--- src/hdl/mfifoPkg.sv ---
/*
  Shared multi-FIFO sizes and types
  Four logical FIFOs share one 16-entry data RAM through linked lists
*/
`default_nettype none

package mfifoPkg;

  // Entries in the shared data RAM and in the pointer RAM
  localparam int Depth = 16;

  // Logical FIFOs that share the storage
  localparam int NumFifos = 4;

  // Payload bits per entry
  localparam int Width = 8;

  // Index widths derived from the sizes above
  localparam int AddrWidth = 4;
  localparam int FifoIdWidth = 2;

  // Counts run from zero up to Depth, so one extra bit is needed
  localparam int CountWidth = 5;

  // One payload word
  typedef logic [Width-1:0] dataT;

  // Entry index, also the content of a pointer RAM word
  typedef logic [AddrWidth-1:0] addrT;

  // Logical FIFO number
  typedef logic [FifoIdWidth-1:0] fifoIdT;

  // Item or credit count
  typedef logic [CountWidth-1:0] countT;

endpackage

`default_nettype wire

--- src/hdl/creditCounter.sv ---
/*
  Push credit counter
  Releases the initial credits one per cycle after reset and returns
  one credit for every entry that goes back to the free list
*/
`timescale 1ns/1ps
`default_nettype none

module creditCounter
  import mfifoPkg::*;
(
  input  logic clk,
  input  logic rstN,
  input  logic freeValid,
  output logic pushCredit
);

  // Credits that the sender is still owed
  countT owed;
  logic issue;

  // A credit goes out when one is owed or an entry is freed right now,
  // so a freed entry shows up as a credit on the very next cycle
  assign issue = (owed != '0) || freeValid;

  always_ff @(posedge clk or negedge rstN) begin
    if (!rstN) begin
      owed <= countT'(Depth);
      pushCredit <= 1'b0;
    end else begin
      // Issue and free may coincide and then cancel out
      owed <= owed + countT'(freeValid) - countT'(issue);
      pushCredit <= issue;
    end
  end

  // Every free matches a credit handed out earlier, so the owed count
  // plus the credit it returns never exceeds the number of entries
  owedBound: assert property (@(posedge clk) disable iff (!rstN)
    owed + countT'(freeValid) <= countT'(Depth));

endmodule

`default_nettype wire

--- src/hdl/popCtrl.sv ---
/*
  Pop controller
  Refills the per-FIFO staging registers from the data RAM in round-robin
  order and serves each FIFO's valid/ready pop port
*/
`timescale 1ns/1ps
`default_nettype none

module popCtrl
  import mfifoPkg::*;
(
  input  logic                clk,
  input  logic                rstN,
  input  logic [NumFifos-1:0] listEmpty,
  input  logic [NumFifos-1:0] headValid,
  input  addrT [NumFifos-1:0] head,
  input  dataT                dataRdData,
  input  logic [NumFifos-1:0] popReady,
  output logic                consumeValid,
  output fifoIdT              consumeFifoId,
  output logic                freeValid,
  output addrT                freeEntry,
  output logic                dataRdEn,
  output addrT                dataRdAddr,
  output logic [NumFifos-1:0] popValid,
  output dataT [NumFifos-1:0] popData,
  output logic [NumFifos-1:0] popEmpty
);

  // Low is Idle, high is Fill
  logic inFill;
  fifoIdT fillFifo;
  fifoIdT rrPtr;
  logic [NumFifos-1:0] stageFull;
  dataT [NumFifos-1:0] stageData;
  logic [NumFifos-1:0] eligible;
  logic found;
  fifoIdT pick;

  // Room to stage, and a settled head to read
  assign eligible = ~stageFull & ~listEmpty & headValid;

  // Search starts at the round-robin pointer and wraps
  always_comb begin : rrPick
    fifoIdT idx;
    found = 1'b0;
    pick = rrPtr;
    for (int i = 0; i < NumFifos; i++) begin
      idx = rrPtr + fifoIdT'(i);
      if (!found && eligible[idx]) begin
        found = 1'b1;
        pick = idx;
      end
    end
  end

  // In Idle one pick reads the RAM, pops the list head and frees the entry
  assign consumeValid = !inFill && found;
  assign consumeFifoId = pick;
  assign freeValid = consumeValid;
  assign freeEntry = head[pick];
  assign dataRdEn = consumeValid;
  assign dataRdAddr = head[pick];

  assign popValid = stageFull;
  assign popData = stageData;

  always_comb begin
    for (int f = 0; f < NumFifos; f++) begin
      // An item on its way from the RAM keeps the FIFO from looking empty
      popEmpty[f] = listEmpty[f] && !stageFull[f] && !(inFill && (fillFifo == fifoIdT'(f)));
    end
  end

  always_ff @(posedge clk or negedge rstN) begin
    if (!rstN) begin
      inFill <= 1'b0;
      fillFifo <= '0;
      rrPtr <= '0;
      stageFull <= '0;
    end else begin
      inFill <= consumeValid;
      if (consumeValid) begin
        fillFifo <= pick;
        rrPtr <= pick + fifoIdT'(1);
      end
      stageFull <= stageFull & ~(popValid & popReady);
      if (inFill) begin
        stageFull[fillFifo] <= 1'b1;
      end
    end
  end

  // RAM data for the picked FIFO arrives during Fill
  always_ff @(posedge clk) begin
    if (inFill) begin
      stageData[fillFifo] <= dataRdData;
    end
  end

  // The pointer manager may only offer a head on a list that holds items
  headOnItem: assert property (@(posedge clk) disable iff (!rstN)
    (headValid & listEmpty) == '0);

endmodule

`default_nettype wire

--- src/hdl/ptrMgr.sv ---
/*
  Linked-list pointer manager
  Tracks head, tail and item count of every logical FIFO, writes links
  into the pointer RAM on append and follows them on consume
*/
`timescale 1ns/1ps
`default_nettype none

module ptrMgr
  import mfifoPkg::*;
(
  input  logic                 clk,
  input  logic                 rstN,
  input  logic                 appendValid,
  input  fifoIdT               appendFifoId,
  input  addrT                 appendEntry,
  input  logic                 consumeValid,
  input  fifoIdT               consumeFifoId,
  input  addrT                 ptrRdData,
  output logic [NumFifos-1:0]  listEmpty,
  output logic [NumFifos-1:0]  headValid,
  output addrT [NumFifos-1:0]  head,
  output logic                 ptrWrEn,
  output addrT                 ptrWrAddr,
  output addrT                 ptrWrData,
  output logic                 ptrRdEn,
  output addrT                 ptrRdAddr
);

  addrT [NumFifos-1:0] tail;
  countT [NumFifos-1:0] count;

  // One link read in flight, and the FIFO whose head it will become
  logic rdPending;
  fifoIdT rdFifo;

  // Append onto a one-item list while that item is consumed
  logic coincide;

  assign coincide = appendValid && consumeValid && (appendFifoId == consumeFifoId) &&
                    (count[consumeFifoId] == countT'(1));

  always_comb begin
    for (int f = 0; f < NumFifos; f++) begin
      listEmpty[f] = (count[f] == '0);
      // Head is stale while its replacement is still coming out of the RAM
      headValid[f] = !listEmpty[f] && !(rdPending && (rdFifo == fifoIdT'(f)));
    end
  end

  // Link the old tail to the new entry whenever the list already holds items
  assign ptrWrEn = appendValid && (count[appendFifoId] != '0);
  assign ptrWrAddr = tail[appendFifoId];
  assign ptrWrData = appendEntry;

  // Only follow the link if something stays behind the consumed head
  assign ptrRdEn = consumeValid && (count[consumeFifoId] > countT'(1));
  assign ptrRdAddr = head[consumeFifoId];

  always_ff @(posedge clk or negedge rstN) begin
    if (!rstN) begin
      head <= '0;
      tail <= '0;
      count <= '0;
      rdPending <= 1'b0;
      rdFifo <= '0;
    end else begin
      rdPending <= ptrRdEn;
      if (ptrRdEn) begin
        rdFifo <= consumeFifoId;
      end
      // Link data is back, it is the next head
      if (rdPending) begin
        head[rdFifo] <= ptrRdData;
      end
      if (appendValid) begin
        tail[appendFifoId] <= appendEntry;
        // Empty list, or the only item leaves now: new entry is head at once
        if ((count[appendFifoId] == '0) || coincide) begin
          head[appendFifoId] <= appendEntry;
        end
      end
      for (int f = 0; f < NumFifos; f++) begin
        count[f] <= count[f] +
                    countT'(appendValid && (appendFifoId == fifoIdT'(f))) -
                    countT'(consumeValid && (consumeFifoId == fifoIdT'(f)));
      end
    end
  end

  // Pop side may only consume a head that is present and settled
  consumeLegal: assert property (@(posedge clk) disable iff (!rstN)
    consumeValid |-> headValid[consumeFifoId]);

endmodule

`default_nettype wire

--- src/hdl/pushCtrl.sv ---
/*
  Push controller
  Keeps the free-entry bitmap, allocates the lowest free entry for each
  push, writes the data RAM and tells the pointer manager to append
*/
`timescale 1ns/1ps
`default_nettype none

module pushCtrl
  import mfifoPkg::*;
(
  input  logic   clk,
  input  logic   rstN,
  input  logic   pushValid,
  input  fifoIdT pushFifoId,
  input  dataT   pushData,
  input  logic   freeValid,
  input  addrT   freeEntry,
  output logic   pushFull,
  output logic   dataWrEn,
  output addrT   dataWrAddr,
  output dataT   dataWrData,
  output logic   appendValid,
  output fifoIdT appendFifoId,
  output addrT   appendEntry
);

  // One bit per RAM entry, set while the entry is unused
  logic [Depth-1:0] freeMap;
  addrT allocEntry;

  // Priority encoder, the lowest free entry wins
  always_comb begin
    allocEntry = '0;
    for (int i = Depth - 1; i >= 0; i--) begin
      if (freeMap[i]) begin
        allocEntry = addrT'(i);
      end
    end
  end

  assign pushFull = ~|freeMap;

  // Allocation is combinational so the RAM write lands in the push cycle
  assign dataWrEn = pushValid;
  assign dataWrAddr = allocEntry;
  assign dataWrData = pushData;

  // Same entry is handed to the pointer manager as the new tail
  assign appendValid = pushValid;
  assign appendFifoId = pushFifoId;
  assign appendEntry = allocEntry;

  always_ff @(posedge clk or negedge rstN) begin
    if (!rstN) begin
      freeMap <= '1;
    end else begin
      if (pushValid) begin
        freeMap[allocEntry] <= 1'b0;
      end
      // A freed entry is never the one being allocated, it was in use
      if (freeValid) begin
        freeMap[freeEntry] <= 1'b1;
      end
    end
  end

  // The credit loop must keep the sender away from a full RAM
  noPushWhenFull: assert property (@(posedge clk) disable iff (!rstN)
    pushValid |-> !pushFull);

  // The pop side must only return entries that hold data
  noDoubleFree: assert property (@(posedge clk) disable iff (!rstN)
    freeValid |-> !freeMap[freeEntry]);

endmodule

`default_nettype wire

--- src/hdl/sharedFifoTop.sv ---
/*
  Shared-storage multi-FIFO top level
  Credit push port, four valid/ready pop ports, data and pointer RAMs
*/
`timescale 1ns/1ps
`default_nettype none

module sharedFifoTop
  import mfifoPkg::*;
(
  input  logic                clk,
  input  logic                rstN,
  input  logic                pushValid,
  input  fifoIdT              pushFifoId,
  input  dataT                pushData,
  output logic                pushCredit,
  output logic                pushFull,
  output logic [NumFifos-1:0] popValid,
  input  logic [NumFifos-1:0] popReady,
  output dataT [NumFifos-1:0] popData,
  output logic [NumFifos-1:0] popEmpty
);

  logic freeValid, appendValid, consumeValid;
  addrT freeEntry, appendEntry;
  fifoIdT appendFifoId, consumeFifoId;
  logic dataWrEn, dataRdEn, ptrWrEn, ptrRdEn;
  addrT dataWrAddr, dataRdAddr, ptrWrAddr, ptrWrData, ptrRdAddr, ptrRdData;
  dataT dataWrData, dataRdData;
  logic [NumFifos-1:0] listEmpty, headValid;
  addrT [NumFifos-1:0] head;

  creditCounter creditCounter0 (.clk, .rstN, .freeValid, .pushCredit);

  pushCtrl pushCtrl0 (.clk, .rstN, .pushValid, .pushFifoId, .pushData, .freeValid,
    .freeEntry, .pushFull, .dataWrEn, .dataWrAddr, .dataWrData, .appendValid,
    .appendFifoId, .appendEntry);

  ptrMgr ptrMgr0 (.clk, .rstN, .appendValid, .appendFifoId, .appendEntry, .consumeValid,
    .consumeFifoId, .ptrRdData, .listEmpty, .headValid, .head, .ptrWrEn, .ptrWrAddr,
    .ptrWrData, .ptrRdEn, .ptrRdAddr);

  popCtrl popCtrl0 (.clk, .rstN, .listEmpty, .headValid, .head, .dataRdData, .popReady,
    .consumeValid, .consumeFifoId, .freeValid, .freeEntry, .dataRdEn, .dataRdAddr,
    .popValid, .popData, .popEmpty);

  // Payload storage
  syncRam #(.DataWidth(Width)) dataRam0 (.clk, .wrEn(dataWrEn), .wrAddr(dataWrAddr),
    .wrData(dataWrData), .rdEn(dataRdEn), .rdAddr(dataRdAddr), .rdData(dataRdData));

  // Next-entry links of all lists
  syncRam #(.DataWidth(AddrWidth)) ptrRam0 (.clk, .wrEn(ptrWrEn), .wrAddr(ptrWrAddr),
    .wrData(ptrWrData), .rdEn(ptrRdEn), .rdAddr(ptrRdAddr), .rdData(ptrRdData));

endmodule

`default_nettype wire

--- src/hdl/syncRam.sv ---
/*
  Synchronous RAM, one write port and one read port
  Read data appears one cycle after the read request
*/
`timescale 1ns/1ps
`default_nettype none

module syncRam
  import mfifoPkg::*;
#(
  parameter int DataWidth = Width
) (
  input  logic                 clk,
  input  logic                 wrEn,
  input  addrT                 wrAddr,
  input  logic [DataWidth-1:0] wrData,
  input  logic                 rdEn,
  input  addrT                 rdAddr,
  output logic [DataWidth-1:0] rdData
);

  logic [DataWidth-1:0] mem [Depth];

  // Read and write share the edge, a colliding read sees the old word
  always_ff @(posedge clk) begin
    if (wrEn) begin
      mem[wrAddr] <= wrData;
    end
    if (rdEn) begin
      rdData <= mem[rdAddr];
    end
  end

endmodule

`default_nettype wire

--- config.mk ---
export PLATFORM = sky130hd
export DESIGN_NAME = sharedFifoTop
export DESIGN_NICKNAME = d
export VERILOG_FILES = /design/src/hdl/mfifoPkg.sv /design/src/hdl/creditCounter.sv /design/src/hdl/popCtrl.sv /design/src/hdl/ptrMgr.sv /design/src/hdl/pushCtrl.sv /design/src/hdl/sharedFifoTop.sv /design/src/hdl/syncRam.sv
export SDC_FILE = /design/constraint.sdc
export NUM_CORES = 1
export LEC_CHECK = 0
export BUFFER_PORTS_ARGS = -buffer_cell sky130_fd_sc_hd__buf_2
export CAP_MARGIN = 20
export CORE_ASPECT_RATIO = 0.8
export CORE_MARGIN = 2
export CORE_UTILIZATION = 46
export DETAILED_ROUTE_END_ITERATION = 8
export PLACE_DENSITY = 0.71
export SLEW_MARGIN = 25
export SYNTH_ARGS = -nofsm -noshare
export SYNTH_HDL_FRONTEND = slang
export SYNTH_SLANG_ARGS = --single-unit
--- constraint.sdc ---
create_clock -name clk -period 6.6 [get_ports clk]
set_input_delay 0.66 -clock clk [delete_from_list [all_inputs] [get_ports clk]]
set_output_delay 0.66 -clock clk [all_outputs]
set_load 0.05 [all_outputs]
==> results of run 1 <==
-- worst paths after layout --
path                       slack (ns)                   end              from  cells after the start
max reg2reg                      1.94    dataRam0.rdData[2]  ptrMgr0.count[2]                     12
max                              1.94    dataRam0.rdData[2]  ptrMgr0.count[2]                     12
min                              0.28  popCtrl0.popValid[2]       popReady[2]                      2
min reg2reg                      0.48      ptrMgr0.tail[11]  ptrMgr0.tail[11]                      2
min in group asynchronous        0.50      ptrMgr0.count[6]              rstN                      2
max in group asynchronous        4.92      ptrMgr0.tail[10]              rstN                      3
-- flip-flops by register name, summed over array words and instances (netlist names) --
signal / flops
ptrMgr0.head: 16
ptrRam0.mem: 64
popCtrl0.fillFifo: 2
popCtrl0.popValid: 4
popCtrl0.popData: 32
dataRam0.mem: 128
creditCounter0.owed: 5
ptrMgr0.rdFifo: 2
popCtrl0.inFill: 1
pushCtrl0.freeMap: 16
ptrRam0.rdData: 4
ptrMgr0.count: 20
ptrMgr0.tail: 16
dataRam0.rdData: 8
creditCounter0.pushCredit: 1
popCtrl0.rrPtr: 2
ptrMgr0.rdPending: 1
-- logic make-up (layout without fill, tap and decap cells) --
family          Yosys count  in the layout
compound gates          195            195
flops                   322            322
mux                     100            100
simple gates            287            287
buf+inv                 122            197
xor+xnor                 21             21
fa+ha+maj                38             38
-- critical path: stages, from the launching register on --
cell	delay, ns
dfrtp_1	0.40
inv_1	0.10
ha_1	0.15
nor4b_1	0.50
nor3_1	0.19
a22oi_2	0.26
o22ai_1	0.18
nor2_2	0.71
mux2i_4	0.82
buf_4	0.51
nand3_1	0.13
o211ai_1	0.21
nand4_1	0.17
-- metrics by stage --
step / setup slack (ns) / utilization (%) / cell area, um^2 / instances / hold slack [ns]
6_report: 1.941 / 51.83 / 16250 / 1580 / 0.2843
5_1_grt: 1.661 / 51.83 / 16250 / 1580 / 0.2878
4_1_cts: 1.961 / 51.83 / 16250 / 1580 / 0.2633
2_1_floorplan: 2.908 / - / 14580 / 1085 / 0.3644
3_3_place_gp: 2.230 / 48.47 / 15200 / 1520 / 0.4588
3_5_place_dp: 1.997 / 48.54 / 15220 / 1521 / 0.4654
-- cells in the mapped netlist, drive strengths merged, types with 3 or more instances --
library cell  number
or3                7
nor3               9
nand2b             5
nand3b             5
o21ai             83
a21oi             19
mux4               4
and2               4
or3b               3
edfxtp           236
nor3b              5
dfstp             17
mux2i             45
nor4               8
and3b              4
a21o               9
o31ai              7
o211ai            51
nor4b              4
xor2               7
nand4             15
nand3            109
buf               24
fa                 5
nand2             38
clkbuf            28
xnor2             14
nor2              63
dfrtp             69
ha                33
a22o               7
inv               70
mux2              51
-- cell type report --
type,instances,share of cell area [%]
Clock buffer,37,4.913
Clock inverter,21,1.378
Inverter,70,1.617
Multi-Input combinational cell,641,29.46
Sequential cell,322,56.99
Tap cell,420,3.234
Timing Repair Buffer,69,2.403
-- routing by layer --
layer | routed length (um) | GRT usage (%)
met3 | 2984 | 5.068
met1 | 15390 | 30.75
met5 | 0 | 0
met2 | 13520 | 28.13
met4 | 374 | 3.152
==> run summary, run 1 <==
CTS Hold Bufs = 1
Cell variety after synth = 75
crit path max fanout = 40
clk_skew = 0.01663 ns
Max Cap Viol = 0
CTS Buffer Depth = 3
post-synthesis register bit count = 322
Setup Crit Path Kind = register to register
initial antenna violation count = 0
largest family of logic cells by synthesized area = simple AND/OR/NAND/NOR gates
Ports = 59
Max Slew Vio Count = 0
CP Capture Type = register
Final Wtd Congestion = 0.8724
Compound-Gate Fraction of Synth Area = 8.918%
chip height = 163.2 um
mux share of post-synthesis cell area = 8.369%
post-CTS setup buffer count = 0
Clock transition at path regs = 0.07 ns
WL/cell = 20.42 um
data arrival time of the critical path = 4.96 ns
most common cell after layout, fill and taps aside = edfxtp_1
Root Driver = clkbuf_16
HP Class = primary input to register
Overflow after GRT = 0
detailed-router iteration count before antenna repair = 5
TritonCTS clock tree = done
layout cell share with drive strength beyond 1 = 17.41%
setup_tns = 0 ns
share of the synthesized area in the top cell type = 48.62%
Synth Area in Adders = 3.519%
multi-input logic area = 4787 um^2
detailed-route via count = 9,085
FILL cells = 2,629
H-Tree Depth = 1
Final setup violation count = 0
hpwl dp = 21,680 um
EDFF count, synth = 236
DR iter-0 viols = 863
Final Critical Period = 4.659 ns
core area = 31,350 um^2
GRT Total Usage = 19.74%
post-cts sizing count = 0
largest area contributor in the netlist = edfxtp_1
simple-gate area share of the yosys netlist = 10.64%
worst skew pair latency = 0.57 ns
Buffers on Ports = 58
largest net degree at the start of global routing = 69
unrepaired setup endpoints after global routing = false
clk sink count = 322
largest cells by area after synthesis = edfxtp_1, dfrtp_1, nand3_1, dfstp_2, mux2i_1
Register Area = 9260 um^2
ys flop type = edfxtp_1
vias per cell = 5.750
num rows = 58
CTS Buf Count = 31
Final ANT Viol Nets = 0
Synth Warn # = 0
status = completed
Hold Violations, Final = 0
Syn Inst Count = 1,085
vias in the first global route = 8,742
fmax = 214.6 MHz
Worst Path Required = 6.90 ns
Diodes inserted = 0
most frequent cells in the layout = edfxtp_1, nand3_1, o21ai_0
Synth-to-Final Area Change = 11.47%
Total Wirelength = 32,270 um
Synth Area in XOR/XNOR = 1.262%
post-synthesis cell area = 14,580 um^2
Slew HR = 37.18%
# DRC = 0
Final Net Count = 1,190
crit start category = register
Die X = 203.0 um
Mapped Nets = 1,140
post-route clock period utilization = 70.59%
Mean Syn Cell Area = 13.43 um^2
initial core utilization = 46.50%
first-pass GRT wire length = 50,800 um
Seq/Total Area, Yosys = 63.53%
Async SR Flop Fraction = 26.71%
DIE AREA = 33,140 um^2
Worst-Margin Slew = 0.9389 ns
Power of run 1 is not shown: default switching activity piles up to over one toggle a cycle in this logic, so the estimate is an artifact.
==> run 2: changes to the inputs <==
--- a/config.mk
+++ b/config.mk
@@ -5,6 +5,7 @@
 export SDC_FILE = /design/constraint.sdc
 export NUM_CORES = 1
 export LEC_CHECK = 0
+export ABC_AREA = 1
 export BUFFER_PORTS_ARGS = -buffer_cell sky130_fd_sc_hd__buf_2
 export CAP_MARGIN = 20
 export CORE_ASPECT_RATIO = 0.8
==> constraint.sdc (replaced) <==
create_clock -name clk -period 4.4 [get_ports clk]
set_input_delay 0.44 -clock clk [delete_from_list [all_inputs] [get_ports clk]]
set_output_delay 0.44 -clock clk [all_outputs]
set_load 0.05 [all_outputs]
==> run 2 against run 1 <==
- synthesized cell count up 40%
- critical path depth up 9
- non-clock buffer count up 15
- the flow now finishes with violations (hold timing)
- critical endpoint is now ptrMgr0.count[4]
- highest routed layer unchanged
==> run summary, run 2 <==
vias in the first global route = 10.13k (+16%)
r2r endpoint = ptrMgr0.count[4]
setup_tns = 0 ns (unchanged)
Root Driver = clkbuf_16
Max Slew Vio Count = 0 (unchanged)
Min Hold Slack = -0.03564 ns (-0.3199 ns)
vias per cell = 5.307 (-7.7%)
Async SR Flop Fraction = 26.71% (unchanged)
CTS Buffer Depth = 3 (unchanged)
most frequent cells in the layout = nand2_1, edfxtp_1, nand3_1
num rows = 58 (unchanged)
Clock transition at path regs = 0.06 ns (about the same)
hpwl dp = 22,720 um (+4.8%)
Mapped Nets = 1,573 (+38%)
layout cell share with drive strength beyond 1 = 10.95% (-6.5 points)
Slew HR = 34.57% (-2.6 points)
Seq/Total Area, Yosys = 62.37% (-1.2 points)
DR iter-0 viols = 1,061 (+23%)
fmax = 261.3 MHz (+22%)
core area = 31,640 um^2 (+0.93%)
data arrival time of the critical path = 4.21 ns (-0.75 ns)
EDFF count, synth = 236 (unchanged)
share of the synthesized area in the top cell type = 47.73% (-0.89 points)
first-pass GRT wire length = 55,020 um (+8.3%)
Cell variety after synth = 40 (-47%)
Largest register FFs = 128 (unchanged)
Overflow after GRT = 0 (unchanged)
largest net degree at the start of global routing = 99 (+43%)
CTS Buf Count = 35 (+13%)
violated checks = hold timing
TritonCTS clock tree = done
initial core utilization = 46.93% (+0.43 points)
GRT Total Usage = 20.99% (+1.3 points)
post-synthesis register bit count = 322 (unchanged)
crit path max fanout = 13 (-68%)
largest reg by FF count = dataRam0.mem
Final Critical Period = 3.827 ns (-0.8319 ns)
H-Tree Depth = 2 (+1)
Diodes inserted = 0 (unchanged)
crit start category = register
r2r setup slk = 0.57 ns (-1.37 ns)
fin util = 52.72% (+0.89 points)
Worst-Margin Slew = 0.9778 ns (+0.03891 ns)
Syn Inst Count = 1,518 (+40%)
largest cells by area after synthesis = edfxtp_1, nand2_1, dfrtp_1, nand3_1, inv_1
HP Class = primary input to asynchronous set/reset pin
detailed-route via count = 10.81k (+19%)
Max Cap Viol = 0 (unchanged)
clk sink count = 322 (unchanged)
Final Wtd Congestion = 0.8973 (+2.9%)
post-synthesis cell area = 14,850 um^2 (+1.9%)
Synth-to-Final Area Change = 12.34%
CP Capture Type = register
Final ANT Viol Nets = 0 (unchanged)
Buffers on Ports = 58 (unchanged)
Ports = 59 (unchanged)
detailed-router iteration count before antenna repair = 6 (+1)
post-CTS setup buffer count = 0 (unchanged)
FF-to-FF path depth = 21 (+9)
worst r2r src = ptrMgr0.rdFifo[1]
unrepaired setup endpoints after global routing = false
Non-Filler Instances = 2,036 (+29%)
Mean Syn Cell Area = 9.781 um^2 (-27%)
worst skew pair latency = 0.53 ns (-0.04 ns)
clk_skew = 0.02234 ns (+0.005715 ns)
# DRC = 0 (unchanged)
post-route clock period utilization = 86.98% (+16 points)
status = finished, violations left
Die X = 204.9 um (+0.91%)
WL/cell = 17.06 um (-16%)
Final Net Count = 1,644 (+38%)
synth cell count leaders = nand2_1, edfxtp_1, nand3_1
CTS Hold Bufs = 0 (-1)
critical path launch point = ptrMgr0.rdFifo[1]
placed cell count = 1,972 (+30%)
Hold Violations, Final = 17 (+17)
post-cts sizing count = 0 (unchanged)
Worst Path Required = 4.78 ns (-2.12 ns)
most common cell after layout, fill and taps aside = nand2_1
ys flop type = edfxtp_1
chip height = 164.7 um (+0.90%)
worst setup path end = ptrMgr0.count[4]
Total Wirelength = 34,740 um (+7.7%)
initial antenna violation count = 2 (+2)
DIE AREA = 33,740 um^2 (+1.8%)
Synth Warn # = 0 (unchanged)
Setup Crit Path Kind = register to register
Final setup violation count = 0 (unchanged)
most numerous cell in the Yosys netlist = nand2_1
largest area contributor in the netlist = edfxtp_1
## run 2: cell type report
class	instances	area, um^2
timing repair buffer	84	529.3
fill	2771	14960
sequential	322	9260
inverter	137	514.2
clock inverter	14	80.08
clock buffer	50	963.4
multi-input combinational	1009	4807
tap	420	525.5
## run 2: worst min-delay path by stage
stage | startpoint | endpoint | slack, ns
after global placement | ptrMgr0.tail[1] | ptrMgr0.tail[1] | 0.47
after floorplan | rstN | creditCounter0.owed[0] | 0.14
after global routing | rstN | ptrMgr0.count[12] | 0.06
final | rstN | ptrMgr0.count[12] | -0.04
after detailed placement | ptrMgr0.tail[5] | ptrMgr0.tail[5] | 0.48
after CTS | rstN | ptrMgr0.count[12] | 0.02
## run 2: cells by family (layout without fill, tap and decap cells)
logic type,Yosys count,after routing,share of synthesized area (%)
and+or+nand+nor,843,843,23.47
adders and majority gates,38,38,3.455
buffers and inverters,187,285,5.258
DFF,322,322,62.37
AOI/OAI and AO/OA,107,107,4.213
xor gates and xnor gates,21,21,1.239
## run 2: per-stage QoR
stage | instance area (um^2) | hold slack [ns] | setup slack, ns
after floorplan | 14850 | 0.1444 | 1.079
after global placement | 15630 | 0.4662 | 0.8125
after detailed placement | 15640 | 0.4757 | 0.6776
after CTS | 16680 | 0.02318 | 0.6229
after global routing | 16680 | 0.06308 | 0.2392
final | 16680 | -0.03564 | 0.5727
## run 2: worst max-delay path, stage by stage (launching register included)
cell     delay, ns
dfrtp_1       0.47
nand2_1       0.09
nor2_1        0.25
nor2_1        0.10
nand3_1       0.12
nand3_1       0.10
nand2_2       0.12
nand2_1       0.07
nor2_2        0.14
nand3_1       0.11
nand2_2       0.32
ha_1          0.22
inv_1         0.04
nor2_1        0.09
ha_1          0.24
inv_1         0.06
ha_1          0.15
inv_1         0.05
fa_1          0.39
o21ai_0       0.26
a21oi_1       0.15
xor2_1        0.16
## run 2: routing by layer
metal	up-vias	routed length, um	share of wire [%]	track usage [%]
met4	0	914	2.6	7.162
met5	-	0	0	0
met3	68	2889	8.3	3.710
met2	417	15270	44	31.50
met1	5152	15670	45	30.92
li1	5169	-	-	-
Power of run 2 is left out for the same reason.
==> run 3: changes to the inputs <==
--- a/config.mk
+++ b/config.mk
@@ -5,7 +5,6 @@
 export SDC_FILE = /design/constraint.sdc
 export NUM_CORES = 1
 export LEC_CHECK = 0
-export ABC_AREA = 1
 export BUFFER_PORTS_ARGS = -buffer_cell sky130_fd_sc_hd__buf_2
 export CAP_MARGIN = 20
 export CORE_ASPECT_RATIO = 0.8
==> run 3 against run 2 <==
- the flow now finishes without violations
- clock skew decreased by 0.010 ns
- critical path depth decreased by 8
- count of clock-buffer cells in the layout decreased by 3
- worst hold slack improved by 0.15 ns
- cell count decreased by 21%
- non-clock buffer count increased by 3
- largest cell class unchanged
==> run summary, run 3 (synthesis results as in run 1) <==
# DRC = 0 (unchanged)
crit path max fanout = 22 (+9)
Slew HR = 34.77% (+0.19 points)
CP Capture Type = register
Largest register FFs = 128 (unchanged)
Clock transition at path regs = 0.06 ns (about the same)
data arrival time of the critical path = 4.23 ns (+0.02 ns)
Max Slew Vio Count = 0 (unchanged)
Synth-to-Final Area Change = 12.98%
initial core utilization = 46.50% (-0.43 points)
fmax = 249.4 MHz (-4.5%)
detailed-route via count = 9,284 (-14%)
Hold Violations, Final = 0 (-17)
Final Net Count = 1,211 (-26%)
first-pass GRT wire length = 52,690 um (-4.2%)
Root Driver = clkbuf_16
most common cell after layout, fill and taps aside = edfxtp_1
post-route clock period utilization = 91.11% (+4.1 points)
Overflow after GRT = 0 (unchanged)
largest net degree at the start of global routing = 55 (-44%)
hpwl dp = 22,370 um (-1.5%)
Setup Crit Path Kind = register to register
status = completed
H-Tree Depth = 2 (unchanged)
Final ANT Viol Nets = 0 (unchanged)
clk sink count = 322 (unchanged)
CTS Buffer Depth = 3 (unchanged)
area of placed instances = 15,360 um^2 (-1.7%)
most frequent cells in the layout = edfxtp_1, nand3_1, o21ai_0
crit start category = register
cell area after layout = 16,470 um^2 (-1.3%)
Final Critical Period = 4.009 ns (+0.1817 ns)
detailed-router iteration count before antenna repair = 6 (unchanged)
GRT Total Usage = 20.57% (-0.43 points)
Worst Path Required = 4.62 ns (-0.16 ns)
FF-to-FF path depth = 13 (-38%)
TritonCTS clock tree = done
worst skew pair latency = 0.51 ns (-0.02 ns)
clk_skew = 0.01218 ns (-0.01016 ns)
HP Class = primary input to register
CTS Buf Count = 34 (-2.9%)
Buffers on Ports = 58 (unchanged)
core area = 31,350 um^2 (-0.92%)
largest reg by FF count = dataRam0.mem
Total Wirelength = 33,260 um (-4.3%)
Die X = 203.0 um (-0.90%)
DIE AREA = 33,140 um^2 (-1.8%)
setup_tns = 0 ns (unchanged)
vias in the first global route = 9,154 (-9.6%)
chip height = 163.2 um (-0.90%)
Diodes inserted = 0 (unchanged)
vias per cell = 5.799 (+9.3%)
WL/cell = 20.77 um (+22%)
Max Cap Viol = 0 (unchanged)
DR iter-0 viols = 1,131 (+6.6%)
Worst-Margin Slew = 0.9749 ns (-0.002884 ns)
Final Wtd Congestion = 0.8736 (-2.6%)
unrepaired setup endpoints after global routing = false
initial antenna violation count = 0 (-2)
placed cell count = 1,539 (-22%)
FILL cells = 2,582 (-6.8%)
num rows = 58 (unchanged)
Non-Filler Instances = 1,601 (-21%)
Final setup violation count = 0 (unchanged)
Ports = 59 (unchanged)
layout cell share with drive strength beyond 1 = 19.05% (+8.1 points)
hold-critical path depth = 2
-- run 3: cell count changes in the layout (fill, tap and decap cells not counted), sizes merged, moves of 10 or more --
| cell | before | now |
|---|---|---|
| nand2 | 587 | 38 |
| inv | 139 | 72 |
| mux2 | 0 | 51 |
| o211ai | 2 | 51 |
| nand3 | 156 | 109 |
| mux2i | 0 | 45 |
| o21ai | 64 | 83 |
| nor2 | 73 | 63 |
-- run 3: critical path: stages (launching register included) --
cell,delay (ns)
dfrtp_1,0.37
inv_1,0.08
ha_1,0.19
nor4b_2,0.15
buf_4,0.16
or3_1,0.38
a311oi_1,0.52
o31ai_1,0.19
and4_4,0.25
nor2_8,0.43
buf_12,0.26
mux2_1,0.34
o211ai_1,0.23
nand4_1,0.17
-- run 3: what timing repair did --
action,CTS,global route
hold buffers,1,0
endpoints found under the hold margin,38,0
gates resized for setup,0,0
setup buffers,0,0
-- run 3: stage by stage --
| step | hold slack, ns | setup WS (ns) | util [%] |
|---|---|---|---|
| after global placement | 0.4572 | 0.4536 | 49.01 |
| after global routing | 0.1047 | 0.07288 | 52.53 |
| after floorplan | 0.1444 | 0.7077 | - |
| after detailed placement | 0.4691 | 0.4254 | 49.01 |
| final | 0.1173 | 0.3911 | 52.53 |
| after CTS | 0.1017 | 0.4437 | 52.53 |
-- run 3: path summary, 6_finish.rpt --
| check | start | to | slack (ns) |
|---|---|---|---|
| setup / recovery | ptrMgr0.count[12] | ptrRam0.rdData[2] | 0.39 |
| hold / removal | popReady[2] | popCtrl0.popValid[2] | 0.12 |
| setup reg to reg | ptrMgr0.count[12] | ptrRam0.rdData[2] | 0.39 |
| hold reg to reg | ptrMgr0.tail[13] | ptrMgr0.tail[13] | 0.48 |
| max in group asynchronous | rstN | pushCtrl0.freeMap[3] | 2.91 |
| min in group asynchronous | rstN | ptrMgr0.count[16] | 0.50 |
-- run 3: metal layers --
metal | share of wire (%) | vias to the layer above | GRT usage, %
met2 | 44 | 436 | 30.79
li1 | - | 4203 | -
met3 | 8.9 | 48 | 4.030
met5 | 0 | - | 0
met1 | 46 | 4597 | 31.08
met4 | 1.5 | 0 | 4.579
-- run 3: final cells by class --
type	count	area [um^2]	share of cell area, %
Clock buffer	47	992.2	6.025
Multi-Input combinational cell	641	4787	29.07
Timing Repair Buffer	87	538.0	3.267
Sequential cell	322	9260	56.23
Inverter	70	262.8	1.596
Clock inverter	14	102.6	0.6230
Tap cell	420	525.5	3.191
Power of run 3 is left out for the same reason.
